**src/hw/ntm_scalar_cfg.svh**
```systemverilog
/*
 * Scalar modular multiplier configuration
 * Word size of operands and modulus, and the wait limit used by the testbench
 */

`ifndef NTM_SCALAR_CFG_SVH
`define NTM_SCALAR_CFG_SVH

// Operand and modulus width in bits
`define NTM_SCALAR_DATA_SIZE 16

// Upper bound in clock cycles on any testbench wait
// Worst reduction case is 65535 subtract steps plus the multiply
`define NTM_SCALAR_TIMEOUT 200000

`endif

```
**src/hw/ntm_scalar_pkg.sv**
```systemverilog
/*
 * Scalar modular multiplier types
 * Word type and the payload structs passed between the pipeline stages
 */

`default_nettype none

`include "ntm_scalar_cfg.svh"

package ntm_scalar_pkg;

  // Unsigned data word
  typedef logic [`NTM_SCALAR_DATA_SIZE-1:0] word_t;

  // Operand set handed from reduction stage to multiply core
  typedef struct packed {
    word_t modulus;
    word_t data_a;
    word_t data_b;
  } operand_set_t;

  // Core output register
  typedef struct packed {
    word_t result;
  } result_t;

endpackage

`default_nettype wire

```
**src/hw/ntm_scalar_stage_if.sv**
```systemverilog
/*
 * Pipeline stage link
 * Valid/ready handshake with a payload of parameterized type
 */

`default_nettype none

interface ntm_scalar_stage_if #(
  parameter type payload_t = logic
);

  // Handshake
  logic     valid;
  logic     ready;

  // Data carried on a transfer
  payload_t payload;

  // Producer side
  modport source (
    output valid,
    output payload,
    input  ready
  );

  // Consumer side
  modport sink (
    input  valid,
    input  payload,
    output ready
  );

endinterface

`default_nettype wire

```
**src/hw/ntm_scalar_mod.sv**
```systemverilog
/*
 * Operand reduction stage
 * Reduces data_a and data_b mod modulus by repeated subtraction
 * Zero modulus passes both operands through unchanged
 */

`default_nettype none

module ntm_scalar_mod (
  input  logic                  CLK,
  input  logic                  RST,
  input  logic                  start,
  output logic                  accept,
  input  ntm_scalar_pkg::word_t modulo,
  input  ntm_scalar_pkg::word_t data_a,
  input  ntm_scalar_pkg::word_t data_b,
  ntm_scalar_stage_if.source    out
);

  ////////////////////////////////////////////////////////////////////////////
  // Signals
  ////////////////////////////////////////////////////////////////////////////

  typedef enum logic [1:0] {
    ST_IDLE,
    ST_REDUCE,
    ST_HOLD
  } state_t;

  state_t                        state;

  // Working copy of modulus and operands
  ntm_scalar_pkg::operand_set_t  set_q;

  logic                          mod_zero;
  logic                          a_below;
  logic                          b_below;

  ////////////////////////////////////////////////////////////////////////////
  // Status
  ////////////////////////////////////////////////////////////////////////////

  // No reduction at all for a zero modulus
  assign mod_zero = (set_q.modulus == '0);

  // Operand finished once below modulus
  assign a_below  = mod_zero || (set_q.data_a < set_q.modulus);
  assign b_below  = mod_zero || (set_q.data_b < set_q.modulus);

  // Only idle takes a new operation
  assign accept      = (state == ST_IDLE);

  // Reduced set offered until the core takes it
  assign out.valid   = (state == ST_HOLD);
  assign out.payload = set_q;

  ////////////////////////////////////////////////////////////////////////////
  // Control FSM
  ////////////////////////////////////////////////////////////////////////////

  always_ff @(posedge CLK or posedge RST) begin
    if (RST) begin
      state <= ST_IDLE;
    end else begin
      case (state)
        ST_IDLE: begin
          if (start) begin
            state <= ST_REDUCE;
          end
        end
        ST_REDUCE: begin
          // Both operands reduced
          if (a_below && b_below) begin
            state <= ST_HOLD;
          end
        end
        ST_HOLD: begin
          // Handoff to core
          if (out.ready) begin
            state <= ST_IDLE;
          end
        end
        default: begin
          state <= ST_IDLE;
        end
      endcase
    end
  end

  ////////////////////////////////////////////////////////////////////////////
  // Operand registers
  ////////////////////////////////////////////////////////////////////////////

  always_ff @(posedge CLK) begin
    if (state == ST_IDLE && start) begin
      // Capture on the accepting edge
      set_q.modulus <= modulo;
      set_q.data_a  <= data_a;
      set_q.data_b  <= data_b;
    end else if (state == ST_REDUCE) begin
      // One subtraction per cycle, each operand on its own
      if (!a_below) begin
        set_q.data_a <= set_q.data_a - set_q.modulus;
      end
      if (!b_below) begin
        set_q.data_b <= set_q.data_b - set_q.modulus;
      end
    end
  end

endmodule

`default_nettype wire

```
**src/hw/ntm_scalar_modmul_core.sv**
```systemverilog
/*
 * Modular multiply core
 * Interleaved shift-and-add, data_a walked MSB first, one bit per cycle
 * Accumulator kept below the modulus after each step
 */

`default_nettype none

`include "ntm_scalar_cfg.svh"

module ntm_scalar_modmul_core (
  input  logic                  CLK,
  input  logic                  RST,
  ntm_scalar_stage_if.sink      in,
  output logic                  done,
  output ntm_scalar_pkg::word_t result
);

  ////////////////////////////////////////////////////////////////////////////
  // Parameters and signals
  ////////////////////////////////////////////////////////////////////////////

  localparam int DW = `NTM_SCALAR_DATA_SIZE;
  localparam int CW = $clog2(DW + 1);

  // Control
  logic                    busy;
  logic [CW-1:0]           cnt;
  logic                    take;

  // Operands, data_a shifted left each step
  ntm_scalar_pkg::word_t   mod_q;
  ntm_scalar_pkg::word_t   a_sh;
  ntm_scalar_pkg::word_t   b_q;

  // Accumulator with one bit of headroom
  logic [DW:0]             acc;
  logic [DW:0]             acc_next;
  logic [DW:0]             dbl;
  logic [DW:0]             mod_ext;
  logic                    mod_zero;

  ntm_scalar_pkg::result_t res_q;

  ////////////////////////////////////////////////////////////////////////////
  // Handshake and outputs
  ////////////////////////////////////////////////////////////////////////////

  assign in.ready = !busy;
  assign take     = in.valid && !busy;
  assign result   = res_q.result;

  assign mod_ext  = {1'b0, mod_q};
  assign mod_zero = (mod_q == '0);

  ////////////////////////////////////////////////////////////////////////////
  // One multiply step
  ////////////////////////////////////////////////////////////////////////////

  always_comb begin
    // Double, bit DW dropped so a zero modulus wraps
    dbl = {acc[DW-1:0], 1'b0};
    if (!mod_zero && dbl >= mod_ext) begin
      dbl = dbl - mod_ext;
    end
    acc_next = dbl;
    // Add data_b for a set bit, reduce again
    if (a_sh[DW-1]) begin
      acc_next = dbl + {1'b0, b_q};
      if (!mod_zero && acc_next >= mod_ext) begin
        acc_next = acc_next - mod_ext;
      end
    end
  end

  ////////////////////////////////////////////////////////////////////////////
  // Datapath registers
  ////////////////////////////////////////////////////////////////////////////

  always_ff @(posedge CLK) begin
    if (take) begin
      mod_q <= in.payload.modulus;
      a_sh  <= in.payload.data_a;
      b_q   <= in.payload.data_b;
      acc   <= '0;
    end else if (busy && cnt != '0) begin
      acc   <= acc_next;
      a_sh  <= a_sh << 1;
    end
  end

  ////////////////////////////////////////////////////////////////////////////
  // Control and result register
  ////////////////////////////////////////////////////////////////////////////

  // DW bit steps, then one cycle to load the result
  always_ff @(posedge CLK or posedge RST) begin
    if (RST) begin
      busy  <= 1'b0;
      cnt   <= '0;
      done  <= 1'b0;
      res_q <= '0;
    end else begin
      done <= 1'b0;
      if (take) begin
        busy <= 1'b1;
        cnt  <= CW'(DW);
      end else if (busy) begin
        if (cnt != '0) begin
          cnt <= cnt - 1'b1;
        end else begin
          // Last bit done
          busy         <= 1'b0;
          done         <= 1'b1;
          res_q.result <= acc[DW-1:0];
        end
      end
    end
  end

endmodule

`default_nettype wire

```
**src/hw/ntm_scalar_modmul.sv**
```systemverilog
/*
 * Scalar modular multiplier
 * result = (data_a * data_b) mod modulo, two-stage pipeline
 */

`default_nettype none

`include "ntm_scalar_cfg.svh"

module ntm_scalar_modmul (
  input  logic                             CLK,
  input  logic                             RST,

  // Control
  input  logic                             start,
  output logic                             accept,
  output logic                             done,

  // Data
  input  logic [`NTM_SCALAR_DATA_SIZE-1:0] modulo,
  input  logic [`NTM_SCALAR_DATA_SIZE-1:0] data_a,
  input  logic [`NTM_SCALAR_DATA_SIZE-1:0] data_b,
  output logic [`NTM_SCALAR_DATA_SIZE-1:0] result
);

  ////////////////////////////////////////////////////////////////////////////
  // Stage link
  ////////////////////////////////////////////////////////////////////////////

  ntm_scalar_stage_if #(
    .payload_t (ntm_scalar_pkg::operand_set_t)
  ) mod_to_core ();

  ////////////////////////////////////////////////////////////////////////////
  // Stages
  ////////////////////////////////////////////////////////////////////////////

  // Operand reduction
  ntm_scalar_mod u_mod (
    .CLK    (CLK),
    .RST    (RST),
    .start  (start),
    .accept (accept),
    .modulo (modulo),
    .data_a (data_a),
    .data_b (data_b),
    .out    (mod_to_core.source)
  );

  // Modular multiply
  ntm_scalar_modmul_core u_core (
    .CLK    (CLK),
    .RST    (RST),
    .in     (mod_to_core.sink),
    .done   (done),
    .result (result)
  );

endmodule

`default_nettype wire

```
**config.mk**
```make
export PLATFORM = sky130hd
export DESIGN_NAME = ntm_scalar_modmul
export DESIGN_NICKNAME = d
export VERILOG_FILES = /design/src/hw/ntm_scalar_pkg.sv /design/src/hw/ntm_scalar_stage_if.sv /design/src/hw/ntm_scalar_mod.sv /design/src/hw/ntm_scalar_modmul_core.sv /design/src/hw/ntm_scalar_modmul.sv
export VERILOG_INCLUDE_DIRS = /design/src /design/src/hw
export SDC_FILE = /design/constraint.sdc
export NUM_CORES = 1
export LEC_CHECK = 0
export BUFFER_PORTS_ARGS = -buffer_cell sky130_fd_sc_hd__buf_2
export CAP_MARGIN = 20
export CORE_ASPECT_RATIO = 1.5
export CORE_MARGIN = 2
export CORE_UTILIZATION = 56
export DETAILED_ROUTE_END_ITERATION = 8
export PLACE_DENSITY = 0.78
export SETUP_SLACK_MARGIN = 0.3
export SLEW_MARGIN = 20
export SYNTH_ARGS = -nofsm -noshare
export SYNTH_HDL_FRONTEND = slang
export SYNTH_SLANG_ARGS = --single-unit
```
**constraint.sdc**
```tcl
create_clock -name CLK -period 5.55 [get_ports CLK]
set_input_delay 1.665 -clock CLK [delete_from_list [all_inputs] [get_ports CLK]]
set_output_delay 1.665 -clock CLK [all_outputs]
set_load 0.05 [all_outputs]
```
==> run_results.csv, run 1 <==
group,metric,value,unit
worst_setup_path,crit_path_start_kind,"register",
worst_setup_path,cp-end-kind,"register",
cells_and_area,antenna_cells,0,
run_status,status,"complete, but fails checks",
hold_path,min_path_type,"register to register",
global_route,grt_overflow_total,0,
global_route,grt_pass1_vias,9115,
sta,drv_slew,0,
logic_synthesis,yosys-top-cells-area,"edfxtp_1, ha_1, dfrtp_1, nand2_1, a21oi_1",
logic_synthesis,ys.flop_type,"edfxtp_1",
sta,fin_skew,9.30,ps
clock_tree,cts_tree,"done",
cells_and_area,postLayoutCellArea,12700,um^2
logic_synthesis,ys_seq_area_share,41.4,%
logic_synthesis,synth_fp_nets,1102,
logic_synthesis,netlist_area,9250,um^2
global_route,track_usage,34.4,%
sta,layout_setup_ws,-343,ps
floorplanning,start_util,57.2,%
drt,avgViaCountPerCell,5.98,
floorplanning,dieArea,17600,um^2
clock_tree,cts.clk_slew.worst_paths,70,ps
drt,routed_wl,29.4,mm
sta,max_slew_margin,31.2,%
worst_setup_path,crit_required,5880,ps
clock_tree,cts_root_buffer,"clkbuf_16",
sta,min_period_over_period,106,%
logic_synthesis,synthCells,963,
sta,hold_slack,450,ps
sta,clock.fmax,170,MHz
drt,drt-initial-drc-count,475,
logic_synthesis,yosysWarningCount,0,
worst_setup_path,path_max_fanout,5,
drt,via_count,8755,
floorplanning,chipWidth,109,um
logic_synthesis,synth_cell_types,67,
clock_tree,cts_hold_buffers,0,
global_route,antenna_found_initial,0,
clock_tree,ctsLongestPathBuffers,2,
floorplanning,core-area,16200,um^2
cells_and_area,nets,1384,
worst_setup_path,arrival,6220,ps
logic_synthesis,synth_edf_count,96,
worst_setup_path,critPathSlowestCell,"or4b_4",
clock_tree,clkSinkCount,137,
logic_synthesis,synth.avg_cell_area,9.61,um^2
sta,setup_viol_count_final,15,
logic_synthesis,ys_ff_latch,137,
placed_design,placed_area,11500,um^2
run_status,violations,"negative setup slack",
drt,wl_per_cell,20.1,um
floorplanning,io_pins,69,
drt,drc_errors,0,
drt,firstDrtPassIters,5,
clock_tree,numCtsBuffers,17,
logic_synthesis,synth_top_cell_area_share,31.2,%
placed_design,dp.cells,1408,
sta,hold_viol,0,
clock_tree,clkLatencyLatePin,440,ps
worst_setup_path,crit_type,"register to register",
logic_synthesis,synth_area_leader_cell,"edfxtp_1",
placed_design,portBuffers,68,
placed_design,gp_congestion,1.03,
cells_and_area,drive_gt1_share,34.7,%
floorplanning,fp.dieH,161,um
cells_and_area,layout.cells.non_filler,1464,
drt,antenna_left,0,
sta,tightest_slew,1030,ps
logic_synthesis,async_flop_share,18.2,%
global_route,grt_max_degree,36,
worst_setup_path,cpPeakStageDelay,510,ps
floorplanning,rows,57,
sta,rsz0062_at_grt,"yes",
global_route,grt_pass1_wl,45.4,mm
placed_design,dp_hpwl,21.7,mm
job,cap_violations,0,
clock_tree,cts-htree-levels,4,
sta,finalCriticalPeriod,5890,ps
cells_and_area,area_growth,37.2,%
sequential cells by signal, indices dropped and copies added, names as in the netlist:
| name | flops |
|---|---|
| u_core.a_sh | 16 |
| u_core.mod_q | 16 |
| u_core.done | 1 |
| u_core.busy | 1 |
| u_core.b_q | 16 |
| u_mod.state | 2 |
| u_core.acc | 16 |
| u_core.result | 16 |
| u_core.cnt | 5 |
| u_mod.out.payload | 48 |
metal layers:
layer  wire length [um]  global-route usage, %  vias up
met2              15900                   64.1      363
met5                  0                      0        -
met3               1250                   5.45      121
met4               2070                   22.3        0
met1              10300                   34.0     4166
li1                   -                      -     4105
critical path, delay by kind of cell, from the launching register on:
family,cells,cell delay [ps]
flops,1,410
compound gates,13,2480
mux,1,80
buf+inv,5,730
fa+ha+maj,3,880
simple gates,6,1070
xor+xnor,1,130
cell families (layout without fill, tap and decap cells):
| kind of cell | Yosys count | count (layout) | synth area share (%) |
|---|---|---|---|
| multiplexers | 29 | 29 | 3.42 |
| adder cells (fa/ha/maj) | 88 | 88 | 12.3 |
| flip-flops | 137 | 137 | 41.4 |
| buffers and inverters | 83 | 378 | 3.38 |
| AND/OR/NAND/NOR | 297 | 297 | 15.0 |
| XOR/XNOR | 61 | 61 | 5.77 |
| AO/OA/AOI/OAI | 268 | 268 | 18.7 |
worst paths after layout:
| path | from | to | slack [ps] | depth (start not counted) |
|---|---|---|---|---|
| min in group asynchronous | RST | u_core.result[12]$_DFFE_PP0P_ | 1320 | 2 |
| hold reg to reg | u_mod.out.payload[0]$_DFFE_PP_ | u_core.b_q[0]$_DFFE_PP_ | 450 | 0 |
| setup reg to reg | u_core.mod_q[10]$_DFFE_PP_ | u_core.acc[7]$_SDFFE_PP0P_ | -340 | 29 |
| hold / removal | u_mod.out.payload[0]$_DFFE_PP_ | u_core.b_q[0]$_DFFE_PP_ | 450 | 0 |
| setup / recovery | u_core.mod_q[10]$_DFFE_PP_ | u_core.acc[7]$_SDFFE_PP0P_ | -340 | 29 |
| max in group asynchronous | RST | u_core.result[8]$_DFFE_PP0P_ | 3790 | 2 |
what timing repair did:
action                                 in CTS  in global routing
gates resized for setup                    52                 35
cloned                                      1                  0
buffers inserted                           17                  6
endpoints found under the hold margin       0                  0
setup endpoints to repair                  16                 16
pin swaps                                  33                 19
cells in the final DEF (no fill, tap or decap), drive strengths merged, types with 25 or more instances in the layout:
master / netlist / layout
xnor2: 31 / 31
xor2: 30 / 30
buf: 1 / 281
dfrtp: 25 / 25
edfxtp: 96 / 96
ha: 83 / 83
nor2: 64 / 64
nand2: 121 / 121
a21oi: 70 / 70
inv: 63 / 64
o21ai: 69 / 69
area by class of cell:
type / count / area, um^2
inverters: 65 / 244
fillers: 1050 / 3490
flip-flops and latches: 137 / 3830
repair buffers: 281 / 2030
multi-input cells: 743 / 5740
clock buffers: 19 / 433
clock inverters: 13 / 168
well taps: 206 / 258
synthesized netlist by cell type (all sizes together), types with 9 or more instances:
cell type    n
a211oi      12
a21o        14
a21oi       70
a31oi        9
clkbuf      17
dfrtp       25
dfxtp       16
edfxtp      96
ha          83
inv         63
mux2        21
nand2      121
nand3       19
nand4        9
nor2        64
nor2b       10
nor3        19
nor4        11
o21a        23
o21ai       69
o21bai       9
o31ai       13
xnor2       31
xor2        30
stage by stage:
step / utilization, % / setup slack (ps) / setup TNS [ps]
5_1_grt: 78.4 / -486 / -5230
4_1_cts: 77.0 / -212 / -1750
3_3_place_gp: 71.1 / -383 / -2960
2_1_floorplan: - / -134 / -388
6_report: 78.4 / -343 / -2750
3_5_place_dp: 71.1 / -532 / -5560
Power of run 1 is not shown: default switching activity piles up to over one toggle a cycle in this logic, so the estimate is an artifact.
==> inputs of run 2 (changes only) <==
==> constraint.sdc (replaced) <==
create_clock -name CLK -period 5.55 [get_ports CLK]
set_input_delay 1.11 -clock CLK [delete_from_list [all_inputs] [get_ports CLK]]
set_output_delay 1.11 -clock CLK [all_outputs]
set_load 0.05 [all_outputs]
==> run 2 against run 1 <==
  * The run still ends with negative setup slack left
  * Worst hold slack improved by 14 ps
  * Register-to-register slack got worse by 50 ps
  * Maximum frequency shrank 0.78%
  * Global-route usage decreased by 0.78 points
  * Highest routed layer unchanged
  * Sequential cell count unchanged
  * Critical path depth rose by 2
==> run_results.csv, run 2 (synthesis results as in run 1) <==
group,metric,value,unit
cells_and_area,mostFrequentLayoutCells,"buf_4, nand2_1, edfxtp_1",
clock_tree,cts_hold_buffers,0,
sta,layout_setup_ws,-389,ps
placed_design,gp_congestion,1.01,
drt,drt-initial-drc-count,479,
worst_setup_path,cp-end-kind,"register",
clock_tree,clkLatencyLatePin,430,ps
floorplanning,rows,57,
worst_setup_path,crit_path_start_kind,"register",
sta,finalCriticalPeriod,5940,ps
job,cap_violations,0,
cells_and_area,postLayoutCellArea,12600,um^2
global_route,grt_overflow_total,0,
drt,routed_wl,28.7,mm
floorplanning,fp.dieH,161,um
cells_and_area,antenna_cells,0,
floorplanning,io_pins,69,
sta,tightest_slew,1060,ps
global_route,grt_pass1_wl,44.5,mm
worst_setup_path,arrival,6260,ps
cells_and_area,nets,1387,
clock_tree,cts-htree-levels,4,
global_route,grt_max_degree,50,
hold_path,min_path_type,"register to register",
drt,firstDrtPassIters,6,
sta,setup_viol_count_final,16,
cells_and_area,largest_register_ffs,48,
worst_setup_path,ff2ff_setup_slack,-390,ps
placed_design,placed_area,11500,um^2
drt,drc_errors,0,
floorplanning,start_util,57.2,%
placed_design,dp_hpwl,21.7,mm
worst_setup_path,path_max_fanout,5,
clock_tree,cts_root_buffer,"clkbuf_16",
sta,clock.fmax,168,MHz
sta,max_slew_margin,28.9,%
placed_design,post-place-ws,-572,ps
worst_setup_path,path_buf_inv,5,
floorplanning,dieArea,17600,um^2
drt,wl_per_cell,19.5,um
sta,drv_slew,0,
global_route,antenna_found_initial,0,
clock_tree,clkSinkCount,137,
drt,antenna_left,0,
clock_tree,cts.clk_slew.worst_paths,60,ps
placed_design,portBuffers,68,
sta,hold_viol,0,
drt,avgViaCountPerCell,5.90,
worst_setup_path,crit_family,"compound AO/OA/AOI/OAI gates",
sta,fin_skew,9.00,ps
sta,min_period_over_period,107,%
cells_and_area,drive_gt1_share,34.0,%
worst_setup_path,crit_type,"register to register",
worst_setup_path,cpPeakStageDelay,500,ps
cells_and_area,mostFrequentLayoutCell,"buf_4",
global_route,grt_pass1_vias,9104,
sta,rsz0062_at_grt,"yes",
clock_tree,cts_tree,"done",
run_status,violations,"negative setup slack",
run_status,status,"complete, but fails checks",
worst_setup_path,crit_required,5870,ps
drt,via_count,8655,
floorplanning,chipWidth,109,um
clock_tree,numCtsBuffers,17,
global_route,track_usage,33.6,%
floorplanning,core-area,16200,um^2
worst_setup_path,critPathSlowestCell,"or4b_4",
clock_tree,ctsLongestPathBuffers,2,
cells_and_area,area_growth,36.1,%
-- run 2: per-layer routing --
metal	vias up	track usage, %	share of wire (%)
li1	4108	-	-
met1	4091	33.4	35
met2	344	62.1	54
met3	112	5.57	4.8
met4	0	22.3	6.6
met5	-	0	0
-- run 2: path summary, 6_finish.rpt --
| check | end | cells past startpoint | startpoint |
|---|---|---|---|
| min in group asynchronous | u_core.result[14]$_DFFE_PP0P_ | 2 | RST |
| max in group asynchronous | u_core.result[0]$_DFFE_PP0P_ | 2 | RST |
| setup / recovery | u_core.acc[7]$_SDFFE_PP0P_ | 31 | u_core.mod_q[14]$_DFFE_PP_ |
| setup reg to reg | u_core.acc[7]$_SDFFE_PP0P_ | 31 | u_core.mod_q[14]$_DFFE_PP_ |
| hold / removal | u_core.b_q[14]$_DFFE_PP_ | 0 | u_mod.out.payload[14]$_DFFE_PP_ |
| hold reg to reg | u_core.b_q[14]$_DFFE_PP_ | 0 | u_mod.out.payload[14]$_DFFE_PP_ |
-- run 2: cell type report --
class / count / area, um^2
Clock buffer: 19 / 443
Clock inverter: 13 / 143
Sequential cell: 137 / 3830
Timing Repair Buffer: 284 / 2040
Fill cell: 1108 / 3600
Inverter: 65 / 244
Multi-Input combinational cell: 743 / 5630
Tap cell: 206 / 258
-- run 2: worst register-to-register path: cells and delay by family, from the launching register on --
kind	cells	cell delay (ps)
compound gates	11	1930
simple gates	10	1680
fa+ha+maj	4	1090
xor+xnor	1	230
buf+inv	5	530
flops	1	360
-- run 2: through the flow --
stage	hold slack [ps]	util (%)	TNS, ps	instances
2_1_floorplan	426	-	-388	963
3_3_place_gp	436	71.3	-5090	1414
3_5_place_dp	442	71.3	-7090	1414
4_1_cts	456	76.6	-3470	1462
5_1_grt	474	77.8	-8640	1467
6_report	463	77.8	-4690	1467
-- run 2: repair_timing --
item,CTS,global route
gates resized for setup,40,33
buffers inserted,15,5
cloned,1,0
pin swaps,26,26
setup endpoints to repair,16,16
Power of run 2 is left out for the same reason.
==> inputs of run 3 (changes only) <==
--- a/config.mk
+++ b/config.mk
@@ -17,4 +17,5 @@
 export SLEW_MARGIN = 20
 export SYNTH_ARGS = -nofsm -noshare
 export SYNTH_HDL_FRONTEND = slang
+export SYNTH_HIERARCHICAL = 1
 export SYNTH_SLANG_ARGS = --single-unit
==> run 3 against run 2 <==
  * The flow still finishes with violations (negative setup slack)
  * Synthesized cell count up 2.0%
  * Die area increased by 2.1%
  * Maximum frequency hardly changed
  * Clock skew shrank 2.0 ps
  * Global-route usage down 1.4 points
  * Synthesized area increased by 2.2%
  * Clock-buffer cell count down 2
  * Final area is 2.4% lower
  * Non-clock buffer count down 60
  * Critical endpoint is now u_core/acc[0]$_SDFFE_PP0P_
  * Highest routed layer unchanged
==> run_results.csv, run 3 <==
group,metric,value,unit
logic_synthesis,synth_most_common_cell,"nand2_1",
drt,drc_errors,0,
run_status,status,"complete, but fails checks",
worst_setup_path,cp-end-kind,"register",
clock_tree,cts.clk_slew.worst_paths,60,ps
sta,finalCriticalPeriod,5940,ps
sta,setup_viol_count_final,16,
cells_and_area,area_growth,30.0,%
sta,max_slew_margin,33.8,%
worst_setup_path,crit_type,"register to register",
floorplanning,start_util,56.7,%
clock_tree,clkSinkCount,137,
placed_design,dp.cells,1356,
worst_setup_path,cpPeakStageDelay,410,ps
global_route,grt_pass1_vias,9122,
logic_synthesis,synth_edf_count,96,
logic_synthesis,synth_cell_types,84,
sta,layout_setup_ws,-391,ps
worst_setup_path,arrival,6290,ps
floorplanning,dieArea,18000,um^2
cells_and_area,antenna_cells,0,
logic_synthesis,synthCells,982,
hold_path,min_path_type,"register to register",
sta,hold_viol,0,
logic_synthesis,ys_ff_latch,137,
logic_synthesis,synth_top_cell_area_share,30.5,%
global_route,grt_max_degree,53,
floorplanning,chipWidth,110,um
drt,firstDrtPassIters,6,
sta,min_period_over_period,107,%
placed_design,gp_congestion,0.948,
floorplanning,io_pins,69,
cells_and_area,largest_register_ffs,48,
cells_and_area,drive_gt1_share,30.7,%
cells_and_area,layout.cells.non_filler,1427,
cells_and_area,mostFrequentLayoutCells,"buf_4, nand2_1, edfxtp_1",
cells_and_area,seq_area,3830,um^2
logic_synthesis,yosys-top-cells-area,"edfxtp_1, ha_1, dfrtp_1, nand2_1, a21oi_1",
worst_setup_path,crit_path_start_kind,"register",
clock_tree,cts_tree,"done",
run_status,violations,"negative setup slack",
global_route,antenna_found_initial,0,
worst_setup_path,path_buf_inv,5,
logic_synthesis,synth_common_cells,"nand2_1, edfxtp_1, ha_1, a21oi_1",
logic_synthesis,ys.flop_type,"edfxtp_1",
sta,drv_slew,0,
sta,tightest_slew,989,ps
worst_setup_path,ff2ff_setup_slack,-390,ps
floorplanning,rows,58,
floorplanning,fp.dieH,163,um
clock_tree,clkLatencyLatePin,430,ps
logic_synthesis,yosysWarningCount,6,
sta,clock.fmax,168,MHz
worst_setup_path,crit_required,5900,ps
logic_synthesis,synth.avg_cell_area,9.63,um^2
placed_design,dp_hpwl,19.8,mm
global_route,grt_overflow_total,0,
worst_setup_path,path_max_fanout,8,
logic_synthesis,netlist_area,9460,um^2
drt,avgViaCountPerCell,6.20,
clock_tree,cts-htree-levels,4,
global_route,grt_pass1_wl,44.3,mm
drt,drt-initial-drc-count,664,
logic_synthesis,ys_seq_area_share,40.5,%
worst_setup_path,crit_family,"compound AO/OA/AOI/OAI gates",
drt,routed_wl,28.3,mm
cells_and_area,multi_input_comb_area,5790,um^2
logic_synthesis,synth_area_leader_cell,"edfxtp_1",
floorplanning,core-area,16700,um^2
drt,wl_per_cell,19.8,um
drt,via_count,8843,
global_route,track_usage,32.3,%
clock_tree,cts_hold_buffers,0,
sta,rsz0062_at_grt,"yes",
logic_synthesis,synth_fp_nets,1121,
job,cap_violations,0,
cells_and_area,mostFrequentLayoutCell,"buf_4",
placed_design,portBuffers,68,
worst_setup_path,critPathSlowestCell,"edfxtp_1",
cells_and_area,nets,1343,
clock_tree,numCtsBuffers,17,
clock_tree,cts_root_buffer,"clkbuf_16",
drt,antenna_left,0,
cells_and_area,final.fill_count,1193,
sta,fin_skew,7.04,ps
clock_tree,ctsLongestPathBuffers,2,
logic_synthesis,async_flop_share,18.2,%
[run 3: cell families (layout without fill, tap and decap cells)]
kind of cell,count (synthesis),count (layout),synth area share (%)
xor+xnor,49,49,4.54
flops,137,137,40.5
buf+inv,89,324,3.84
mux,43,43,5.00
simple gates,301,301,15.2
fa+ha+maj,88,88,12.0
compound gates,275,275,18.9
[run 3: what timing repair did]
action / 4_1_cts / 5_1_grt
buffers inserted: 30 / 9
setup endpoints to repair: 16 / 16
pin swaps: 40 / 13
gates resized for setup: 65 / 19
[run 3: stage by stage]
stage	setup TNS, ps	hold slack [ps]	setup slack, ps	util, %	area, um^2
global placement	-6400	437	-478	65.7	11000
global route	-7480	467	-555	73.7	12300
CTS	-63.2	458	-42.7	72.6	12100
floorplan	0	426	84.3	-	9580
detailed placement	-7610	443	-562	65.7	11000
finish	-4700	457	-391	73.7	12300
[run 3: routing by layer]
layer | vias to the layer above | track usage (%) | wire [um]
li1 | 4075 | - | -
met1 | 4195 | 34.8 | 10100
met2 | 426 | 57.7 | 14700
met3 | 147 | 5.15 | 1550
met4 | 0 | 19.5 | 2030
met5 | - | 0 | 0
[run 3: path summary, 6_finish.rpt]
check,end,cells after the start,start
hold / removal,u_core/b_q[8]$_DFFE_PP_,0,u_mod/out.payload[8]$_DFFE_PP_
min in group asynchronous,u_mod/state[0]$_DFFE_PP0P_,2,RST
hold reg to reg,u_core/b_q[8]$_DFFE_PP_,0,u_mod/out.payload[8]$_DFFE_PP_
setup / recovery,u_core/acc[0]$_SDFFE_PP0P_,28,u_core/mod_q[12]$_DFFE_PP_
setup reg to reg,u_core/acc[0]$_SDFFE_PP0P_,28,u_core/mod_q[12]$_DFFE_PP_
max in group asynchronous,u_core/result[10]$_DFFE_PP0P_,2,RST
[run 3: area by class of cell]
cell class	instances	area share [%]
Tap cell	210	2.14
Clock buffer	17	3.46
Inverter	68	2.08
Sequential cell	137	31.1
Multi-Input combinational cell	756	47.1
Clock inverter	15	1.34
Timing Repair Buffer	224	12.7
[run 3: worst register-to-register path: cells and delay by family, from the launching register on]
kind,cells,cell delay (ps)
flip-flops,1,410
buffers and inverters,5,720
adder cells (fa/ha/maj),3,890
AO/OA/AOI/OAI,10,1970
AND/OR/NAND/NOR,7,1330
XOR/XNOR,1,150
multiplexers,2,390
Power of run 3 is left out for the same reason.
